===== src/logic/sa_cfg.svh =====
`ifndef SA_CFG_SVH
`define SA_CFG_SVH

////////////////////////////////////////////////////////////////////////////
// word format
////////////////////////////////////////////////////////////////////////////

// 16 bit q2.13: 1 sign, 2 int, 13 frac
`define SA_D_W      16
`define SA_FRAC     13

////////////////////////////////////////////////////////////////////////////
// array geometry
////////////////////////////////////////////////////////////////////////////

// rows take x from the left, cols take w from the top
`define SA_ROWS     4
`define SA_COLS     4

////////////////////////////////////////////////////////////////////////////
// sequencer
////////////////////////////////////////////////////////////////////////////

// steps per pass, 1..255 usable
`define SA_LEN_W    8

`endif


===== src/logic/sa_skew.sv =====
`timescale 1ns/1ps
`default_nettype none

`include "sa_cfg.svh"

// triangular input skew
// lane k is held back k cycles so that matching operands meet in the grid
module sa_skew #(
    parameter int lanes = 4
) (
    input  wire logic                      I_CLK,
    input  wire logic                      I_ASYN_RSTN,
    input  wire logic                      feed,               // vectors valid
    input  wire logic signed [`SA_D_W-1:0] din  [0:lanes-1],
    output logic signed [`SA_D_W-1:0]      dout [0:lanes-1]
);

    logic signed [`SA_D_W-1:0] din_g [0:lanes-1];   // zero outside the window

    genvar k;
    generate
        for (k = 0; k < lanes; k++) begin : g_lane

            assign din_g[k] = feed ? din[k] : '0;

            if (k == 0) begin : g_pass
                // no delay, pe 0,0 registers it
                assign dout[k] = din_g[k];
            end else begin : g_dly
                logic signed [`SA_D_W-1:0] sr [0:k-1];   // k deep shift reg

                always_ff @(posedge I_CLK or negedge I_ASYN_RSTN) begin
                    if (!I_ASYN_RSTN) begin
                        for (int m = 0; m < k; m++) begin
                            sr[m] <= '0;
                        end
                    end else begin
                        sr[0] <= din_g[k];
                        for (int m = 1; m < k; m++) begin
                            sr[m] <= sr[m-1];            // shift toward the tap
                        end
                    end
                end

                assign dout[k] = sr[k-1];
            end

        end
    endgenerate

endmodule

`default_nettype wire


===== config.mk =====
export PLATFORM = sky130hd
export DESIGN_NAME = sa_skew
export DESIGN_NICKNAME = d
export VERILOG_FILES = /design/src/logic/sa_skew.sv
export VERILOG_INCLUDE_DIRS = /design/src /design/src/logic
export SDC_FILE = /design/constraint.sdc
export NUM_CORES = 1
export LEC_CHECK = 0
export ABC_CLOCK_PERIOD_IN_PS = 1460
export BUFFER_PORTS_ARGS = -buffer_cell sky130_fd_sc_hd__buf_4
export CAP_MARGIN = 20
export CORE_MARGIN = 2
export CORE_UTILIZATION = 51
export DETAILED_ROUTE_END_ITERATION = 10
export HOLD_SLACK_MARGIN = 0.03
export PLACE_DENSITY_LB_ADDON = 0.2
export SETUP_SLACK_MARGIN = 0.3
export SLEW_MARGIN = 20
export SYNTH_ARGS = -nofsm -noshare
export SYNTH_HDL_FRONTEND = slang
export SYNTH_SLANG_ARGS = --single-unit
export TNS_END_PERCENT = 50

===== constraint.sdc =====
create_clock -name I_CLK -period 1.46 [get_ports I_CLK]
set_input_delay 0.219 -clock I_CLK [delete_from_list [all_inputs] [get_ports I_CLK]]
set_output_delay 0.219 -clock I_CLK [all_outputs]
set_load 0.03 [all_outputs]

==> results of run 1 <==
[cells in the mapped netlist]
master,number
and2_2,64
dfrtp_1,96
clkbuf_2,6
buf_4,48
[flip-flops by register name (all words and copies together), names as in the netlist]
signal and cells:
g_lane.g_dly.sr 64, dout 32
[power groups by stage]
stage / Clock, mW / Sequential [mW] / Combinational, mW
2_1_floorplan: 0 / 2.92 / 0.338
3_3_place_gp: 0 / 2.87 / 0.629
3_5_place_dp: 0 / 2.88 / 0.639
4_1_cts: 1.77 / 2.83 / 0.641
5_1_grt: 1.88 / 2.84 / 0.676
6_report: 1.71 / 2.82 / 0.628
[stage by stage]
step | power (mW) | hold slack [ns] | worst slack [ns] | utilization [%] | cell area (um2)
after global placement | 3.501 | 0.1629 | 0.4447 | 63.76 | 4003
after detailed placement | 3.518 | 0.1747 | 0.4074 | 63.76 | 4003
after global routing | 5.394 | 0.07135 | 0.3024 | 67.19 | 4218
after floorplan | 3.254 | -0.07659 | 0.5805 | - | 3273
after CTS | 5.238 | 0.06984 | 0.3233 | 67.19 | 4218
final | 5.166 | 0.08973 | 0.3442 | 67.19 | 4218
[layout make-up]
type	count	area share, %
repair buffers	134	24.50
well taps	77	2.284
clock buffers	10	3.263
flip-flops and latches	96	56.96
clock inverters	6	1.602
multi-input cells	64	11.39
[cells in the final DEF, fill, tap and decap left out]
| cell type | instances |
|---|---|
| and2_2 | 64 |
| buf_12 | 2 |
| buf_4 | 131 |
| bufinv_16 | 1 |
| clkbuf_8 | 10 |
| clkinv_2 | 1 |
| clkinv_4 | 1 |
| clkinvlp_4 | 2 |
| dfrtp_1 | 96 |
| dlygate4sd3_1 | 1 |
| inv_6 | 1 |
[cells by family (layout without fill, tap and decap cells)]
logic type    Yosys count  count (layout)  share of synthesized area, %
buf+inv                54             150                         11.93
simple gates           64              64                         14.68
flops                  96              96                         73.39
[per-layer routing]
layer	vias up	routed length, um	global-route usage [%]
met5	-	0	0
met4	0	102	8.358
met3	11	690	8.012
met2	94	2393	22.66
met1	779	1755	17.01
li1	781	-	-
[timing repair]
action	CTS	global route
buffers inserted	0	0
hold endpoints to repair	27	0
hold buffers	1	0
[path summary, 6_finish.rpt]
path,depth (start not counted),slack [ns],endpoint
worst max-delay path,1,0.34,dout[18]
worst min-delay path,2,0.09,g_lane[3].g_dly.sr[40]
worst max register to register,0,0.97,dout[13]
worst min register to register,0,0.34,g_lane[3].g_dly.sr[26]
max in group asynchronous,3,0.61,g_lane[3].g_dly.sr[32]
min in group asynchronous,2,0.33,g_lane[3].g_dly.sr[26]
==> impl_metrics.toml, run 1 <==
[outcome]
status = "finished clean"

[clocking]
cts_resized = 0
cts_buffers = 9
clockBufferDepth = 2
htree_levels = 3
clk_latency_ns = 0.35
cts_tree = "yes"
numClockSinks = 96
cts_root_buf = "clkbuf_8"
clkSlewWorstSetupHoldPaths_ns = 0.09

[worst_setup_path]
cp-startpoint = "dout[18]"
path_cells = "buf_4"
critical_path_class = "reg2out"
cp_slowest_stage_delay_ns = 0.39
crit_buf_inv = 1
crit_family = "flip-flops"
reg2reg_from = "g_lane[3].g_dly.sr[29]"
crit_slowest_cell = "dfrtp_1"
cp.arrival_ns = 0.90
startpoint_type = "flip-flop"
critPathMaxFanout = 1
cp.required_ns = 1.24
crit_path_end_kind = "primary output"

[power]
p_sw_share_pct = 23.90
p_comb_share_pct = 12.2
pwr-share-clk_pct = 33.2
max-vdd-ir-drop_mv = 0.8848
p_per_area_mw_per_mm2 = 1225
internal-power_mw = 3.931
p_leak_nw = 2.225
p_switching_mw = 1.234
pwr-share-seq_pct = 54.7

[place]
portBuffers = 130
hpwl_um = 3547
place_inst = 370
place_congestion = 0.6643

[yosys]
ys_types = 4
synth_area_leaders = "dfrtp_1 73%, and2_2 15%, buf_4 11%, clkbuf_2 0.92%"
syn_area_mm2 = 0.003273
synth_largest_area_cell = "dfrtp_1"
syn_nets = 281
synth_area_per_cell_um2 = 15.30
ys_seq_elements = 96
yosys_warnings = 0
synthCells = 214
ys_seq_area_share_pct = 73.39
synth_top_area_share_pct = 73.39

[sta]
fin_crit_ns = 1.116
min_period_over_period_pct = 76.42
fin_skew_ns = 0.008892
rsz0062_at_grt = "no"
setup_violations = 0
drv_slew = 0
worst_slew_pin_slew_ns = 0.3894
fin_tns_setup_ns = 0
hold_viol_final = 0
slew_headroom_pct = 74.04
max_freq_mhz = 896.2

[layout]
finalNetCount = 372
layout.cells.non_filler = 387
layout-drive-gt1-share_pct = 68.71
fillCellCount = 475
regArea_mm2 = 0.002402
multi_input_area_um2 = 480.5
area_growth_pct = 28.86
antennaDiodeCount = 0

[die]
die_y_um = 84.11
die_w_um = 84.11
io_pins = 131
rows = 29
core-area_mm2 = 0.006277
dieArea_mm2 = 0.007074
initial_core_util_pct = 52.14

[detailed_routing]
wl_per_cell_um = 12.77
drt-pass1-iter-count = 4
antenna_left = 0
drt_iter0_drc = 52
wirelength_um = 4943
vias = 1665
viasPerCell = 4.302
drc = 0

[global_routing]
grt_pass1_wl_um = 7948
grt_max_degree = 40
antenna_found_initial = 0
grt_usage_pct = 14.96
grt_overflow = 0
grt_pass1_vias = 1720

[run]
drv_cap = 0

[hold_path]
hold_class = "in2reg"
hold_path.startpoint = "din[8]"
Note: power is estimated with default switching activity, not from simulation.
==> inputs of run 2 (changes only) <==
--- a/config.mk
+++ b/config.mk
@@ -6,11 +6,11 @@
 export SDC_FILE = /design/constraint.sdc
 export NUM_CORES = 1
 export LEC_CHECK = 0
-export ABC_CLOCK_PERIOD_IN_PS = 1460
+export ABC_CLOCK_PERIOD_IN_PS = 970
 export BUFFER_PORTS_ARGS = -buffer_cell sky130_fd_sc_hd__buf_4
 export CAP_MARGIN = 20
 export CORE_MARGIN = 2
-export CORE_UTILIZATION = 51
+export CORE_UTILIZATION = 43
 export DETAILED_ROUTE_END_ITERATION = 10
 export HOLD_SLACK_MARGIN = 0.03
 export PLACE_DENSITY_LB_ADDON = 0.2
==> constraint.sdc (replaced) <==
create_clock -name I_CLK -period 0.97 [get_ports I_CLK]
set_input_delay 0.1455 -clock I_CLK [delete_from_list [all_inputs] [get_ports I_CLK]]
set_output_delay 0.1455 -clock I_CLK [all_outputs]
set_load 0.03 [all_outputs]
==> run 2 against run 1 <==
The run now ends with negative hold slack, negative setup slack left. Design area increased by 6.7%. Final cell count increased by 5.7%. First-iteration DRC count decreased by 75%. Clock skew decreased by 0.0016 ns. Non-clock buffer count unchanged. Combinational power increased by 70%. Global-route usage decreased by 1.4 points. Largest cell class unchanged. Highest routed layer unchanged.
==> impl_metrics.toml, run 2 (synthesis results as in run 1) <==
[outcome]
status = "complete, but fails checks"
violations = "negative hold slack, negative setup slack"

[power]
p_sw_share_pct = 23.88
pwr-share-clk_pct = 31.8
p_leak_nw = 2.304
p_per_area_mw_per_mm2 = 1739
pwr-share-seq_pct = 54.5
internal-power_mw = 5.959
p_switching_mw = 1.870
max-vdd-ir-drop_mv = 0.6858
p_comb_share_pct = 13.7

[die]
io_pins = 131
core-area_mm2 = 0.007331
die_w_um = 91.25
dieArea_mm2 = 0.008326
rows = 31
initial_core_util_pct = 44.65
die_y_um = 91.25

[worst_setup_path]
crit_buf_inv = 1
cp_slowest_stage_delay_ns = 0.40
crit_cells = 1
r2r_end = "dout[28]"
path_cells = "buf_6"
crit_slowest_cell = "dfrtp_1"
cp-startpoint = "dout[3]"
startpoint_type = "flip-flop"
critical_path_class = "reg2out"
crit_path_end = "dout[3]"
crit_path_end_kind = "primary output"
r2r_cells = 0
crit_family = "flip-flops"
rrSetupSlack_ns = 0.49
cp.arrival_ns = 0.89
critPathMaxFanout = 1
reg2reg_from = "g_lane[2].g_dly.sr[28]"
cp.required_ns = 0.82

[sta]
worst_slew_pin_slew_ns = 0.3554
slew_headroom_pct = 76.30
fin_skew_ns = 0.007332
fin_crit_ns = 1.036
hold_viol_final = 96
min_period_over_period_pct = 106.8
rsz0062_at_grt = "yes"
max_freq_mhz = 965.0
setup_violations = 48
drv_slew = 0
worst_slack_ns = -0.06623
timing.hold.ws_ns = -0.1977
fin_tns_setup_ns = -1.628

[detailed_routing]
wl_per_cell_um = 12.46
drt-pass1-iter-count = 4
vias = 1674
drt_iter0_drc = 13
viasPerCell = 4.093
wirelength_um = 5097
antenna_left = 0
drc = 0

[layout]
finalNetCount = 372
layout-drive-gt1-share_pct = 68.71
antennaDiodeCount = 0
regMostFlops = "g_lane.g_dly.sr"
largest_reg_flops = 64
final_common_cell = "dfrtp_1"
area_growth_pct = 37.50
layout_common_cells = "96 x dfrtp_1, 68 x buf_4, 64 x buf_6, 48 x and2_2, 16 x and2_4"
stdcell_area_mm2 = 0.004501

[global_routing]
grt_max_degree = 68
grt_pass1_wl_um = 8742
antenna_found_initial = 0
grt_pass1_vias = 1860
grt_usage_pct = 13.53
grt_overflow = 0

[clocking]
cts_buffers = 9
cts_tree = "yes"
numClockSinks = 96
htree_levels = 3
clk_latency_ns = 0.34
clockBufferDepth = 2
cts_root_buf = "clkbuf_8"
clkSlewWorstSetupHoldPaths_ns = 0.09

[hold_path]
hold_class = "in2async"

[run]
drv_cap = 0

[place]
place_congestion = 0.7027
placed_area_mm2 = 0.004025
portBuffers = 130
-- run 2: cell types whose count changed in the layout (fill, tap and decap cells not counted), sizes merged --
cell and delta:
buf +1, dlygate4sd3 -1
-- run 2: per-stage QoR --
step | total power [mW] | util, % | hold slack (ns) | instances | setup WS [ns]
after CTS | 7.971 | 61.39 | -0.1989 | 409 | -0.07967
final | 7.828 | 61.39 | -0.1977 | 409 | -0.06623
after global routing | 8.233 | 61.39 | -0.1872 | 409 | -0.1145
after floorplan | 4.932 | - | -0.1501 | 214 | 0.2626
after global placement | 5.275 | 54.91 | 0.1898 | 393 | 0.05453
after detailed placement | 5.294 | 54.91 | 0.1876 | 393 | 0.04239
-- run 2: per-layer routing --
layer	global-route usage [%]	vias to the layer above	wire length, um
met5	0	-	0
met4	6.818	0	97
met3	4.149	9	431
met2	21.91	82	2655
met1	16.43	807	1912
li1	-	776	-
-- run 2: how the worst min path moves through the flow --
stage / start / to
3_3_place_gp: I_ASYN_RSTN / g_lane[3].g_dly.sr[28]
3_5_place_dp: I_ASYN_RSTN / g_lane[1].g_dly.sr[8]
5_1_grt: I_ASYN_RSTN / g_lane[3].g_dly.sr[22]
6_report: I_ASYN_RSTN / g_lane[3].g_dly.sr[46]
4_1_cts: I_ASYN_RSTN / g_lane[1].g_dly.sr[8]
2_1_floorplan: I_ASYN_RSTN / dout[0]
-- run 2: repair_timing --
action	CTS	global route
pin swaps	16	16
endpoints found under the setup margin	64	64
hold endpoints to repair	144	143
resized for setup	84	0
buffers inserted	0	0
-- run 2: area by class of cell --
| cell class | count | area, um2 |
|---|---|---|
| flip-flops and latches | 96 | 2402 |
| repair buffers | 134 | 1279 |
| fillers | 567 | 2830 |
| clock inverters | 6 | 67.56 |
| well taps | 99 | 123.9 |
| clock buffers | 10 | 127.6 |
| multi-input cells | 64 | 500.5 |
-- run 2: power groups by stage --
stage               registers (mW)  clock network (mW)  logic (mW)
global placement              4.32                   0       0.951
CTS                           4.27                2.61        1.09
detailed placement            4.33                   0       0.961
global route                  4.29                2.79        1.14
floorplan                     4.39                   0       0.543
finish                        4.27                2.49        1.07
==> inputs of run 3 (changes only) <==
--- a/config.mk
+++ b/config.mk
@@ -9,11 +9,14 @@
 export ABC_CLOCK_PERIOD_IN_PS = 970
 export BUFFER_PORTS_ARGS = -buffer_cell sky130_fd_sc_hd__buf_4
 export CAP_MARGIN = 20
+export CELL_PAD_IN_SITES_DETAIL_PLACEMENT = 0
+export CELL_PAD_IN_SITES_GLOBAL_PLACEMENT = 2
 export CORE_MARGIN = 2
-export CORE_UTILIZATION = 43
+export CORE_UTILIZATION = 28
 export DETAILED_ROUTE_END_ITERATION = 10
 export HOLD_SLACK_MARGIN = 0.03
 export PLACE_DENSITY_LB_ADDON = 0.2
+export REMOVE_ABC_BUFFERS = 1
 export SETUP_SLACK_MARGIN = 0.3
 export SLEW_MARGIN = 20
 export SYNTH_ARGS = -nofsm -noshare
==> run 3 against run 2 <==
The run still ends with negative hold slack, negative setup slack left. Non-clock buffer count is 1 higher. Final cell count is 11% higher. Utilization is 20 points lower. Largest cell class unchanged.
==> impl_metrics.toml, run 3 (synthesis results as in run 1) <==
[sta]
hold_viol_final = 20
worst_slack_ns = -0.02562
worst_slew_pin_slew_ns = 0.3211
fin_tns_setup_ns = -0.6574
fin_skew_ns = 0.003170
min_period_over_period_pct = 102.6
setup_violations = 48
rsz0062_at_grt = "yes"
max_freq_mhz = 1004
slew_headroom_pct = 78.59
timing.hold.ws_ns = -0.2970
fin_crit_ns = 0.9956
drv_slew = 0

[layout]
finalNetCount = 373
final_common_cell = "dfrtp_1"
largest_reg_flops = 64
regMostFlops = "g_lane.g_dly.sr"
layout-drive-gt1-share_pct = 68.39
final_core_util_pct = 40.89
antennaDiodeCount = 0
layout_common_cells = "96 x dfrtp_1, 68 x buf_4, 64 x buf_6, 48 x and2_2, 16 x and2_4"
stdcell_area_mm2 = 0.004669
fillCellCount = 1093
layout.cells.non_filler = 453
area_growth_pct = 42.66

[worst_setup_path]
cp.required_ns = 0.82
crit_buf_inv = 1
critical_path_class = "reg2out"
crit_family = "flip-flops"
startpoint_type = "flip-flop"
crit_slowest_cell = "dfrtp_1"
r2r_cells = 0
cp.arrival_ns = 0.85
crit_path_end_kind = "primary output"
path_cells = "buf_6"
cp_slowest_stage_delay_ns = 0.38
critPathMaxFanout = 1
crit_cells = 1

[power]
p_leak_nw = 2.359
total_power_mw = 8.746
p_per_area_mw_per_mm2 = 1873
max-vdd-ir-drop_mv = 1.035

[outcome]
status = "complete, but fails checks"
violations = "negative hold slack, negative setup slack"

[clocking]
cts_tree = "yes"
numClockSinks = 96
clk_latency_ns = 0.33
clkSlewWorstSetupHoldPaths_ns = 0.06
clockBufferDepth = 2
post_cts_buffers = 0
htree_levels = 3
cts_root_buf = "clkbuf_16"
cts_buffers = 9

[global_routing]
grt_usage_pct = 9.777
grt_overflow = 0
grt_pass1_wl_um = 9411
antenna_found_initial = 0
grt_max_degree = 36
grt_pass1_vias = 1894

[detailed_routing]
antenna_left = 0
drt-pass1-iter-count = 2
drc = 0
wirelength_um = 5716
vias = 1701
wl_per_cell_um = 12.62
viasPerCell = 3.755
drt_iter0_drc = 61

[die]
core-area_mm2 = 0.01142
die_w_um = 112.1
io_pins = 131
die_y_um = 112.1
dieArea_mm2 = 0.01257
rows = 39
initial_core_util_pct = 28.67

[hold_path]
hold_class = "in2async"

[place]
placed_area_mm2 = 0.004100
place_ws_ns = 0.03272
place_congestion = 0.6861
place_inst = 438
portBuffers = 130
hpwl_um = 4112

[run]
drv_cap = 0
[run 3: cell count changes in the layout (fill, tap and decap cells not counted), sizes merged]
| cell | delta |
|---|---|
| clkbuf | +2 |
| buf | +1 |
| clkinv | -1 |
| clkinvlp | -1 |
| inv | -1 |
[run 3: area by class of cell]
| cell class | instances | area [um2] | area share, % |
|---|---|---|---|
| well taps | 143 | 178.9 | 3.832 |
| flip-flops and latches | 96 | 2402 | 51.45 |
| repair buffers | 135 | 1299 | 27.81 |
| multi-input cells | 64 | 500.5 | 10.72 |
| clock inverters | 3 | 42.54 | 0.9110 |
| clock buffers | 12 | 246.5 | 5.279 |
[run 3: layer usage]
metal | track usage, % | wire length (um) | up-vias | share of wire [%]
li1 | - | - | 781 | -
met1 | 11.98 | 2338 | 821 | 41
met2 | 14.54 | 2666 | 90 | 47
met3 | 4.104 | 586 | 9 | 10
met4 | 5.610 | 125 | 0 | 2.2
met5 | 0 | 0 | - | 0
[run 3: final timing paths]
kind | from | to | slack [ns]
worst max-delay path | dout[17] | dout[17] | -0.03
min in group I_CLK | din[5] | g_lane[3].g_dly.sr[37] | 0.04
max in group asynchronous | I_ASYN_RSTN | dout[17] | 0.78
worst min register to register | g_lane[2].g_dly.sr[29] | dout[29] | 0.35
worst min-delay path | I_ASYN_RSTN | dout[1] | -0.30
worst max register to register | g_lane[3].g_dly.sr[23] | dout[7] | 0.49
[run 3: repair_timing]
| action | in CTS | in global routing |
|---|---|---|
| endpoints found under the setup margin | 64 | 64 |
| endpoints found under the hold margin | 82 | 19 |
| resized for setup | 84 | 0 |
| pin swaps | 16 | 16 |
[run 3: report_power, final]
| part | internal [mW] | total, mW | switching, mW | leakage [nW] |
|---|---|---|---|---|
| Sequential | 4.21 | 4.28 | 0.0691 | 1.24 |
| Combinational | 0.566 | 1.09 | 0.519 | 0.983 |
| Clock | 2.05 | 3.38 | 1.34 | 0.139 |
