## config.mk

```make
export PLATFORM = sky130hd
export DESIGN_NAME = sa_seq
export DESIGN_NICKNAME = d
export VERILOG_FILES = /design/src/logic/sa_ctrl_pkg.sv /design/src/logic/sa_seq.sv
export VERILOG_INCLUDE_DIRS = /design/src /design/src/logic
export SDC_FILE = /design/constraint.sdc
export NUM_CORES = 1
export LEC_CHECK = 0
export BUFFER_PORTS_ARGS = -buffer_cell sky130_fd_sc_hd__buf_4
export CAP_MARGIN = 20
export CORE_UTILIZATION = 48
export DETAILED_ROUTE_END_ITERATION = 6
export HOLD_SLACK_MARGIN = 0.08
export PLACE_DENSITY = 0.67
export SETUP_SLACK_MARGIN = 0.05
export SLEW_MARGIN = 20
export SYNTH_ARGS = -nofsm -noshare
export SYNTH_HDL_FRONTEND = slang
export SYNTH_SLANG_ARGS = --single-unit
export TNS_END_PERCENT = 100
```

## constraint.sdc

```tcl
create_clock -name I_CLK -period 3.3 [get_ports I_CLK]
set_input_delay 0.33 -clock I_CLK [delete_from_list [all_inputs] [get_ports I_CLK]]
set_output_delay 0.33 -clock I_CLK [all_outputs]
set_load 0.01 [all_outputs]
```

## src/logic/sa_cfg.svh

```systemverilog
`ifndef SA_CFG_SVH
`define SA_CFG_SVH

////////////////////////////////////////////////////////////////////////////
// word format
////////////////////////////////////////////////////////////////////////////

// 16 bit q2.13: 1 sign, 2 int, 13 frac
`define SA_D_W      16
`define SA_FRAC     13

////////////////////////////////////////////////////////////////////////////
// array geometry
////////////////////////////////////////////////////////////////////////////

// rows take x from the left, cols take w from the top
`define SA_ROWS     4
`define SA_COLS     4

////////////////////////////////////////////////////////////////////////////
// sequencer
////////////////////////////////////////////////////////////////////////////

// steps per pass, 1..255 usable
`define SA_LEN_W    8

`endif

```

## src/logic/sa_ctrl_pkg.sv

```systemverilog
`default_nettype none

`include "sa_cfg.svh"

package sa_ctrl_pkg;

    // pass sequencer states
    typedef enum logic [1:0] {
        S_IDLE  = 2'd0,     // waiting for start
        S_CLEAR = 2'd1,     // bias preload cycle
        S_RUN   = 2'd2,     // array valid high
        S_DONE  = 2'd3      // one cycle result strobe
    } seq_state_t;

    // extra cycles after the last step until the far corner pe
    // has taken its final product
    localparam int drain_cycles = `SA_ROWS + `SA_COLS - 1;

endpackage

`default_nettype wire

```

## src/logic/sa_seq.sv

```systemverilog
`timescale 1ns/1ps
`default_nettype none

`include "sa_cfg.svh"

// pass sequencer
// start -> one clear cycle -> len+drain run cycles -> one done cycle
module sa_seq import sa_ctrl_pkg::*; (
    input  wire logic                 I_CLK,
    input  wire logic                 I_ASYN_RSTN,
    input  wire logic                 start,        // one cycle, aborts any pass
    input  wire logic [`SA_LEN_W-1:0] len,          // steps in this pass
    output logic                      clear,        // bias preload strobe
    output logic                      vld,          // array valid
    output logic                      end_flag,     // last run cycle
    output logic                      done          // results final
);

    // one spare bit for len + drain
    localparam int CNT_W = `SA_LEN_W + 1;

    seq_state_t       state;
    logic [CNT_W-1:0] cnt;      // run cycles left

    ////////////////////////////////////////////////////////////////////////
    // fsm
    ////////////////////////////////////////////////////////////////////////

    always_ff @(posedge I_CLK or negedge I_ASYN_RSTN) begin
        if (!I_ASYN_RSTN) begin
            state <= S_IDLE;
            cnt   <= '0;
        end else if (start) begin
            // restart from any state
            state <= S_CLEAR;
            cnt   <= CNT_W'(len) + CNT_W'(drain_cycles);
        end else begin
            case (state)
                S_CLEAR: begin
                    state <= S_RUN;
                end
                S_RUN: begin
                    cnt <= cnt - 1'b1;
                    if (end_flag)
                        state <= S_DONE;
                end
                S_DONE: begin
                    state <= S_IDLE;            // done is a single pulse
                end
                default: begin
                    state <= S_IDLE;
                end
            endcase
        end
    end

    ////////////////////////////////////////////////////////////////////////
    // outputs, decoded from state
    ////////////////////////////////////////////////////////////////////////

    assign clear    = (state == S_CLEAR);
    assign vld      = (state == S_RUN);
    assign end_flag = vld && (cnt == CNT_W'(1));  // counter about to run out
    assign done     = (state == S_DONE);

endmodule

`default_nettype wire

```

==> summary.md, run 1 <==
| Metric | Value |
|---|---|
| Data required, critical path | 2.97 ns |
| Maximum buffer depth of the clock tree | 2 |
| Vias per cell | around 5.3 |
| Nature of the critical path startpoint | flip-flop |
| Arrival time reported for the critical path endpoint | roughly 1.6 ns |
| Weighted congestion reported at the end of routability-driven placement | 0.747 |
| Synthesized-area fraction occupied by xor and xnor cells | around 14% |
| Detailed-routing iteration count for the pre-antenna-repair pass | 3 |
| Status | complete, no violations |
| Final setup fails | 0 |
| Fraction of met3 tracks used by global routing | roughly 5.1% |
| Worst-case vdd ir drop | 203 uV |
| Compound-gate portion of the synthesized area | under 10% |
| Row count | 14 |
| Placeable core region | 1540 um2 |
| Final worst setup slack | roughly 1.4 ns |
| Count of vias placed by the detailed router | between 600 and 700 |
| Number of input and output port buffers inserted | 14 |
| Worst Hold Slack | around 0.24 ns |
| Start point of the critical path | cnt[5] |
| Number of synthesized flops with an enable pin | 0 |
| Final-stage net count | 116 |
| Area of combinational cells with multiple inputs | ~490 um2 |
| Chip Width | 43.0 um |
| Clk_skew | about 0.00096 ns |
| Type of the worst setup path | flip-flop to primary output |
| Met2 track demand over resource in global routing | ~33% |
| Primary flip-flop cell chosen by synthesis mapping | dfrtp_1 |
| Number of pins with negative max-slew slack in the final report | 0 |
| Drt wl/cell | between 10 and 15 um |
| Antenna cell count | 0 |
| Worst hold start | len[0] |
| Count of nets left with antenna violations after detail routing | 0 |
| Nature of the critical path endpoint | primary output |
| Antenna violations before repair | 0 |
| Vias in the first global route | 602 |
| TritonCTS Buffers | 3 |
| Number of distinct library cells after synthesis | 29 |
| CTS tree | built |
| Area share of fa/ha/maj cells after synthesis | under 10% |
| Top cells by area, synth | dfrtp_1 (34%), ha_1 (9.3%), xor2_1 (8.7%), mux2i_1 (6.2%), xnor2_1 (5.4%) |
| Net Count, Synth | 99 |
| Area growth from synthesis to layout | 18.0% |
| Relative max-transition margin | 68.6% |
| Count of maximum capacitance violations | 0 |
| DP HPWL | about 1100 um |
| Total of flip-flops plus latches after synthesis | 11 |
| Pwr/cell area | slightly below 400 nW/um2 |
| Most frequent cell after synthesis | dfrtp_1 |
| Footprint of the flip-flops and latches | about 280 um2 |
| Effective utilization at floorplan | a little over half |
| Total wirelength of the detailed-routed design | ~1400 um |
| H-tree depth reported by CTS | 1 |
| Area of the mapped netlist | ~800 um2 |
| Pin count of the biggest net entering global routing | 16 |
| Ports | 15 |
| Worst-skew pair later-pin latency | 0.27 ns |
| Clk slew on worst S/H paths | 0.07 ns |
| Synth Warn # | 0 |
| Simple logic cell fraction of the synthesized area | between 20% and 30% |
| Mapped Avg Cell Area | a little under 10 um2 |
| Count of final hold-check violations | 0 |
| Proportion of register bits with asynchronous set or reset after synthesis | between 90% and 100% |
| Setup repair after global routing missed its margin | no |
| First-pass GRT wire length | 2510 um |
| Multiplexer share of the synthesized area | between 6 and 7% |
| Met1 track demand over resource in global routing | 21.4% |
| Main combinational cell family by area after synthesis | simple AND/OR/NAND/NOR gates |
| GRT Util Overall | around a fifth |
| Top cell types by occurrence after synthesis | dfrtp_1 (11), xor2_1 (8), inv_1 (7), ha_1 (6), nand2_1 (6) |
| Number of sinks on the clock net | 11 |
| Height of the chip | roughly 43 um |
| Max FO, Critical Path | 4 |
| DRC Markers | 0 |
| Largest area contributor in the synthesized netlist | dfrtp_1 |
| Detailed router's first-iteration violation count | 6 |
| Sum of negative setup slack | 0 ns |
| Final period utilization | about three fifths |
| Peak clock frequency supported by timing | ~520 MHz |
| Share of layout cells above drive strength 1 | between 20% and 30% |
| Worst-Margin Slew | around 0.47 ns |
| Layer with the highest usage | met2 |
| Die area | ~1800 um2 |
| Pre-CTS setup slack | 1.63 ns |
| Global-route congestion overflow total | 0 |
| Worst hold path class | input port to flip-flop |
| Fillcell total | roughly 160 |
| Seq/Total Area, Yosys | about 34% |
| Tmin final | about 1.9 ns |
| Synth top area share | between 30% and 40% |
| Master cell of the clock root buffer | clkbuf_4 |
| Static Leak | between 0.4 and 0.5 nW |
| Post-synthesis cell count | between 80 and 90 |
| Worst flop-to-flop path startpoint | state[0] |
-- critical path, stage by stage, from the launching register on --
cell,delay [ns]
dfrtp_1,0.43
nor4_4,0.34
and4b_1,0.29
and2_2,0.15
buf_4,0.11
-- final cells by class --
class,count,area share (%)
inverter,7,2.76
multi-input combinational,61,51.4
clock buffer,4,2.76
tap,16,2.10
sequential,11,28.9
timing repair buffer,15,12.1
-- where the power goes --
| group | leakage, nW | total (mW) | internal (mW) | switching [mW] |
|---|---|---|---|---|
| Sequential | 0.131 | 0.181 | 0.153 | 0.0280 |
| Combinational | 0.290 | 0.0968 | 0.0506 | 0.0462 |
| Clock | 0.0150 | 0.0953 | 0.0468 | 0.0485 |
| Total | 0.436 | 0.373 | 0.250 | 0.123 |
-- repair_timing --
item                       CTS  global route
resized for setup            0             0
setup endpoints to repair    0             0
hold endpoints to repair    11             0
hold buffers                 1             0
setup buffers                0             0
-- layer usage --
metal  share of wire, %  vias to the layer above
li1                   -                      309
met1                 46                      278
met2                 48                       18
met3                4.1                        4
met4                1.9                        0
met5                  0                        -
-- cells by family after synthesis --
| kind of cell | count (synthesis) |
|---|---|
| xor gates and xnor gates | 13 |
| DFF | 11 |
| and+or+nand+nor | 26 |
| AOI/OAI and AO/OA | 11 |
| muxes | 5 |
| adders and majority gates | 6 |
| buffers and inverters | 10 |
-- flip-flops by register name (all words and copies together) (netlist names) --
| signal | count |
|---|---|
| cnt | 9 |
| state | 2 |
-- path summary, 6_finish.rpt --
path	to	slack, ns	cells past startpoint
min	cnt[0]	0.24	2
max reg2reg	cnt[6]	1.64	6
max in group asynchronous	cnt[3]	2.73	2
min reg2reg	state[0]	0.60	2
max	end_flag	1.37	4
min in group asynchronous	state[1]	0.42	2
-- metrics by stage --
stage / total power, mW / area, um2 / instances / utilization, %
after floorplan: 0.247 / 807 / 82 / -
after global placement: 0.279 / 916 / 109 / 59.4
after detailed placement: 0.282 / 916 / 109 / 59.4
after CTS: 0.377 / 952 / 114 / 61.8
after global routing: 0.400 / 952 / 114 / 61.8
final: 0.373 / 952 / 114 / 61.8
-- placed cells by master (no fill, tap or decap) --
cell type and instances:
a211oi_2 1, a21boi_0 1, a21oi_1 3, and2_2 1, and4b_1 1, buf_4 14, clkbuf_1 1, clkbuf_4 3
dfrtp_1 11, dlygate4sd3_1 1, ha_1 6, inv_1 7, mux2i_1 5, nand2_1 6, nand2b_1 1, nand2b_2 1
nand3_1 2, nand4_1 1, nor2_1 4, nor2_2 1, nor3_1 3, nor3b_1 2, nor4_4 1, nor4b_2 1
nor4b_4 1, o21a_1 1, o21ai_0 4, o21ai_1 1, xnor2_1 5, xor2_1 8
(Power assumes the default switching activity.)
==> inputs of run 2 (changes only) <==
clock period = 2.01 ns   (was 3.3 ns; I/O delays follow)
==> summary.md, run 2 (synthesized netlist as in run 1, its figures left out) <==
| Metric | Value |
|---|---|
| H-tree depth reported by CTS | 1 |
| Area growth from synthesis to layout | 18.0% |
| Instance area after placement | approximately 920 um2 |
| Tmin final | between 1.5 and 2 ns |
| Setup repair after global routing missed its margin | no |
| Maximum buffer depth of the clock tree | 2 |
| Placeable core region | ~1500 um2 |
| Vias per cell | 5.50 |
| DP HPWL | roughly 1200 um |
| Number of input and output port buffers inserted | 14 |
| Data required, critical path | 1.81 ns |
| Count of vias placed by the detailed router | approximately 630 |
| Status | complete, no violations |
| Detailed-routing iteration count for the pre-antenna-repair pass | 4 |
| Sum of negative setup slack | 0 ns |
| Count of nets left with antenna violations after detail routing | 0 |
| Pwr/cell area | ~650 nW/um2 |
| Detailed router's first-iteration violation count | 6 |
| Final setup fails | 0 |
| Worst-Margin Slew | ~0.5 ns |
| Number of flip-flops in the largest register | 9 |
| Share of layout cells above drive strength 1 | approximately a quarter |
| Relative max-transition margin | around 67% |
| First-pass GRT wire length | around 2700 um |
| Antenna cell count | 0 |
| Count of final hold-check violations | 0 |
| Row count | 14 |
| Pre-CTS setup slack | ~0.32 ns |
| Global-route congestion overflow total | 0 |
| Height of the chip | between 40 and 50 um |
| Antenna violations before repair | 0 |
| Nature of the critical path endpoint | primary output |
| Vias in the first global route | 613 |
| Number of pins with negative max-slew slack in the final report | 0 |
| Count of maximum capacitance violations | 0 |
| Clk_skew | 0.00933 ns |
| DRC Markers | 0 |
| Die area | 1850 um2 |
| Weighted congestion reported at the end of routability-driven placement | 0.690 |
| Type of the worst setup path | flip-flop to primary output |
| Pin count of the biggest net entering global routing | 16 |
| CTS tree | built |
| Final worst setup slack | between 0.2 and 0.25 ns |
| Arrival time reported for the critical path endpoint | around 1.6 ns |
| Fin area | around 950 um2 |
| Worst hold start | len[0] |
| Post CTS Setup Buffer Count | 0 |
| Count of instances resized after the clock tree is built | 0 |
| Clk slew on worst S/H paths | about 0.08 ns |
| Start point of the critical path | cnt[5] |
| Worst flop-to-flop path startpoint | state[0] |
| Chip Width | around 43 um |
| Overall power | between 0.6 and 0.7 mW |
| Static Leak | about 0.44 nW |
| Largest reg by FF count | cnt |
| GRT Util Overall | approximately 20% |
| Max FO, Critical Path | 4 |
| Master cell of the clock root buffer | clkbuf_4 |
| Number of sinks on the clock net | 11 |
| Drt wl/cell | around 13 um |
| Commonest non-fill, non-tap cell in the layout | buf_4 |
| Effective utilization at floorplan | a little over half |
| Most frequent cells in the layout | buf_4 (14), dfrtp_1 (11), xor2_1 (8) |
| Ports | 15 |
| Final period utilization | about nine tenths |
| Worst Hold Slack | ~0.11 ns |
| Total wirelength of the detailed-routed design | about 1500 um |
| Final-stage net count | 116 |
| Worst-case vdd ir drop | approximately 430 uV |
| Peak clock frequency supported by timing | about 560 MHz |
| TritonCTS Buffers | 3 |
| # hold bufs at CTS | 1 |
| Worst-skew pair later-pin latency | roughly 0.27 ns |
| Worst hold path class | input port to flip-flop |
| Registers with the most flip-flops | cnt: 9 flops, state: 2 flops |
| Nature of the critical path startpoint | flip-flop |
## run 2: final timing paths
kind                             to  slack (ns)  depth (start not counted)
max                        end_flag        0.21                          4
min                          cnt[0]        0.11                          2
max reg2reg                  cnt[6]        0.31                          6
min reg2reg                  cnt[8]        0.58                          2
max in group asynchronous    cnt[4]        1.56                          2
min in group asynchronous  state[0]        0.29                          2
## run 2: worst max-delay path, cell delays in order, from the launching register on
cell,delay (ns)
dfrtp_1,0.43
nor4_4,0.35
and4b_1,0.29
and2_2,0.15
buf_4,0.11
## run 2: power breakdown
part	internal, mW	switching, mW	total, mW
Clock	0.0768	0.0797	0.156
Sequential	0.251	0.0469	0.298
Combinational	0.0840	0.0784	0.162
Total	0.412	0.205	0.617
## run 2: through the flow
step / instances / utilization, %
floorplan: 82 / -
global placement: 109 / 59.4
detailed placement: 109 / 59.4
CTS: 114 / 61.8
global route: 114 / 61.8
finish: 114 / 61.8
## run 2: metal layers
layer | vias to the layer above | GRT usage, % | wire (um)
met3 | 4 | 3.83 | 71
met2 | 19 | 31.5 | 703
met4 | 0 | 7.27 | 25
li1 | 307 | - | -
met1 | 297 | 26.6 | 699
met5 | - | 0 | 0
## run 2: area by class of cell
cell class | instances | area, um2
fill | 147 | 589
multi-input combinational | 61 | 489
sequential | 11 | 275
timing repair buffer | 15 | 115
clock buffer | 4 | 26.3
inverter | 7 | 26.3
tap | 16 | 20.0
==> inputs of run 3 (changes only) <==
ABC_AREA = 1   (was not set)
==> summary.md, run 3 <==
| Metric | Value |
|---|---|
| Height of the chip | approximately 45 um |
| Slowest stage cell on the critical path | dfrtp_1 |
| Static Leak | about 0.59 nW |
| Vias in the first global route | 867 |
| Count of vias placed by the detailed router | 896 |
| Die area | 2000 um2 |
| Pwr/cell area | about 730 nW/um2 |
| Drt wl/cell | 10.7 um |
| Relative max-transition margin | 84.2% |
| Status | complete, no violations |
| Sum of negative setup slack | 0 ns |
| Switching Power | slightly above 0.3 mW |
| Worst-case vdd ir drop | 330 uV |
| H-tree depth reported by CTS | 1 |
| Chip Width | 44.8 um |
| Synth Warn # | 0 |
| Count of final hold-check violations | 0 |
| Setup repair after global routing missed its margin | no |
| Tmin final | about 1.7 ns |
| Total of flip-flops plus latches after synthesis | 11 |
| Final setup fails | 0 |
| Worst Hold Slack | approximately 0.22 ns |
| Cell-by-cell listing of the critical path | inv_1 > ha_1 > nand2_1 > nor2_1 > nand3_1 > inv_1 > buf_4 |
| Count of nets left with antenna violations after detail routing | 0 |
| Master cell of the clock root buffer | clkbuf_4 |
| Count of maximum capacitance violations | 0 |
| Effective utilization at floorplan | between 50% and 60% |
| DRC Markers | 0 |
| Instance area after placement | 1010 um2 |
| Seq/Total Area, Yosys | 31.3% |
| Detailed router's first-iteration violation count | 17 |
| Sw Ratio | slightly below 40% |
| # hold bufs at CTS | 1 |
| Proportion of power drawn by combinational gates | between 30% and 40% |
| Weighted congestion reported at the end of routability-driven placement | 0.885 |
| Primary flip-flop cell chosen by synthesis mapping | dfrtp_1 |
| Sequential Power Share | between 40% and 50% |
| Most frequent cells in the layout | nand2_1 (35), inv_1 (24), nor2_1 (18) |
| Proportion of register bits with asynchronous set or reset after synthesis | 100% |
| Clk_skew | between 0.001 and 0.0015 ns |
| Fillcell total | approximately 190 |
| Number of flip-flops in the largest register | 9 |
| Most frequent cell after synthesis | nand2_1 |
| Max FO, Critical Path | 6 |
| Maximum buffer depth of the clock tree | 2 |
| Nature of the critical path endpoint | primary output |
| Data required, critical path | 1.81 ns |
| Clk slew on worst S/H paths | 0.07 ns |
| Number of input and output port buffers inserted | 14 |
| Overall power | between 0.7 and 0.8 mW |
| Peak clock frequency supported by timing | 583 MHz |
| Share of layout cells above drive strength 1 | roughly 15% |
| Antenna violations before repair | 0 |
| Antenna cell count | 0 |
| Worst-skew pair later-pin latency | approximately 0.27 ns |
| Largest reg by FF count | cnt |
| Area growth from synthesis to layout | 19.1% |
| Most frequent CP cell | inv_1 |
| Number of distinct library cells after synthesis | 19 |
| Vias per cell | roughly 5.0 |
| Area of the mapped netlist | a little under 900 um2 |
| Total wirelength of the detailed-routed design | around 1900 um |
| Maximum single-stage delay on the critical path | around 0.40 ns |
| Pin count of the biggest net entering global routing | 14 |
| Number of pins with negative max-slew slack in the final report | 0 |
| Number of synthesized flops with an enable pin | 0 |
| Worst-Margin Slew | between 0.2 and 0.25 ns |
| Arrival time reported for the critical path endpoint | around 1.5 ns |
| Mapped Avg Cell Area | around 6.4 um2 |
| Post-synthesis cell count | between 100 and 150 |
| Final-stage net count | about 170 |
| TritonCTS Buffers | 3 |
| GRT Util Overall | 24.9% |
| Top cell types by occurrence after synthesis | nand2_1 (35), inv_1 (24), nor2_1 (18), nand3_1 (14), dfrtp_1 (11) |
| Placeable core region | ~1700 um2 |
| Top cells by area, synth | dfrtp_1 (31%), nand2_1 (15%), inv_1 (10%), ha_1 (8.5%), nand3_1 (8.0%) |
| Number of sinks on the clock net | 11 |
| Registers with the most flip-flops | cnt: 9 flops, state: 2 flops |
| Fin area | about 1000 um2 |
| Final period utilization | 85.4% |
| Type of the worst setup path | flip-flop to primary output |
| Synth top area share | a little under a third |
| DP HPWL | around 1600 um |
| Worst hold path class | input port to flip-flop |
| Pint | roughly 0.46 mW |
| Post CTS Setup Buffer Count | 0 |
| Footprint of the flip-flops and latches | 275 um2 |
| Row count | 15 |
| Part of the power in the clock network | 20.4% |
| First-pass GRT wire length | around 3600 um |
| Commonest non-fill, non-tap cell in the layout | nand2_1 |
| Detailed-routing iteration count for the pre-antenna-repair pass | 4 |
| CTS tree | built |
| Global-route congestion overflow total | 0 |
| Nature of the critical path startpoint | flip-flop |
| Area of combinational cells with multiple inputs | a little under 500 um2 |
| Net Count, Synth | 154 |
| Ports | 15 |
| Count of instances resized after the clock tree is built | 0 |
| Largest area contributor in the synthesized netlist | dfrtp_1 |
run 3: power by group through the flow:
| stage | registers (mW) | logic, mW | clock network (mW) |
|---|---|---|---|
| finish | 0.309 | 0.302 | 0.156 |
| global route | 0.317 | 0.352 | 0.168 |
| CTS | 0.309 | 0.302 | 0.160 |
| detailed placement | 0.313 | 0.297 | 0 |
| global placement | 0.312 | 0.293 | 0 |
| floorplan | 0.303 | 0.215 | 0 |
run 3: logic make-up (layout without fill, tap and decap cells):
logic type               count (synthesis)  count (layout)  share of synthesized area, %
XOR/XNOR                                 4               4                          3.99
adder cells (fa/ha/maj)                  6               6                          8.55
AND/OR/NAND/NOR                         71              71                          33.5
buffers and inverters                   29              47                          12.5
flip-flops                              11              11                          31.3
AO/OA/AOI/OAI                           16              16                          10.1
run 3: worst max-delay path, delay by kind of cell (launching register included):
kind                       cells  cell delay, ns
adders and majority gates      1            0.27
and+or+nand+nor                3            0.31
buffers and inverters          3            0.26
DFF                            1            0.40
run 3: per-stage QoR:
stage	utilization, %	setup WS (ns)	instances
after global routing	60.6	0.117	180
after CTS	60.6	0.272	180
after detailed placement	58.5	0.581	175
after global placement	58.5	0.609	175
final	60.6	0.293	180
after floorplan	-	0.715	137
run 3: final cells by class:
cell class              instances  share of cell area [%]
multi-input cells              97                    47.1
flip-flops and latches         11                    26.3
repair buffers                 15                    11.0
inverters                      28                    10.0
well taps                      25                    2.99
clock buffers                   4                    2.51
run 3: per-layer routing:
layer  part of all wire [%]  vias to the layer above  GRT usage [%]
met4                    2.1                        0           11.5
met5                      0                        -              0
met1                     46                      398           31.8
met2                     47                       27           41.5
li1                       -                      466              -
met3                    4.6                        5           3.60
run 3: worst paths after layout:
kind / startpoint / endpoint / slack [ns] / cells after the start
max: state[0] / end_flag / 0.29 / 7
min: len[2] / cnt[2] / 0.22 / 3
max reg2reg: state[0] / cnt[8] / 0.64 / 7
min reg2reg: cnt[4] / cnt[4] / 0.53 / 2
max in group asynchronous: I_ASYN_RSTN / cnt[1] / 1.57 / 2
min in group asynchronous: I_ASYN_RSTN / state[0] / 0.29 / 2
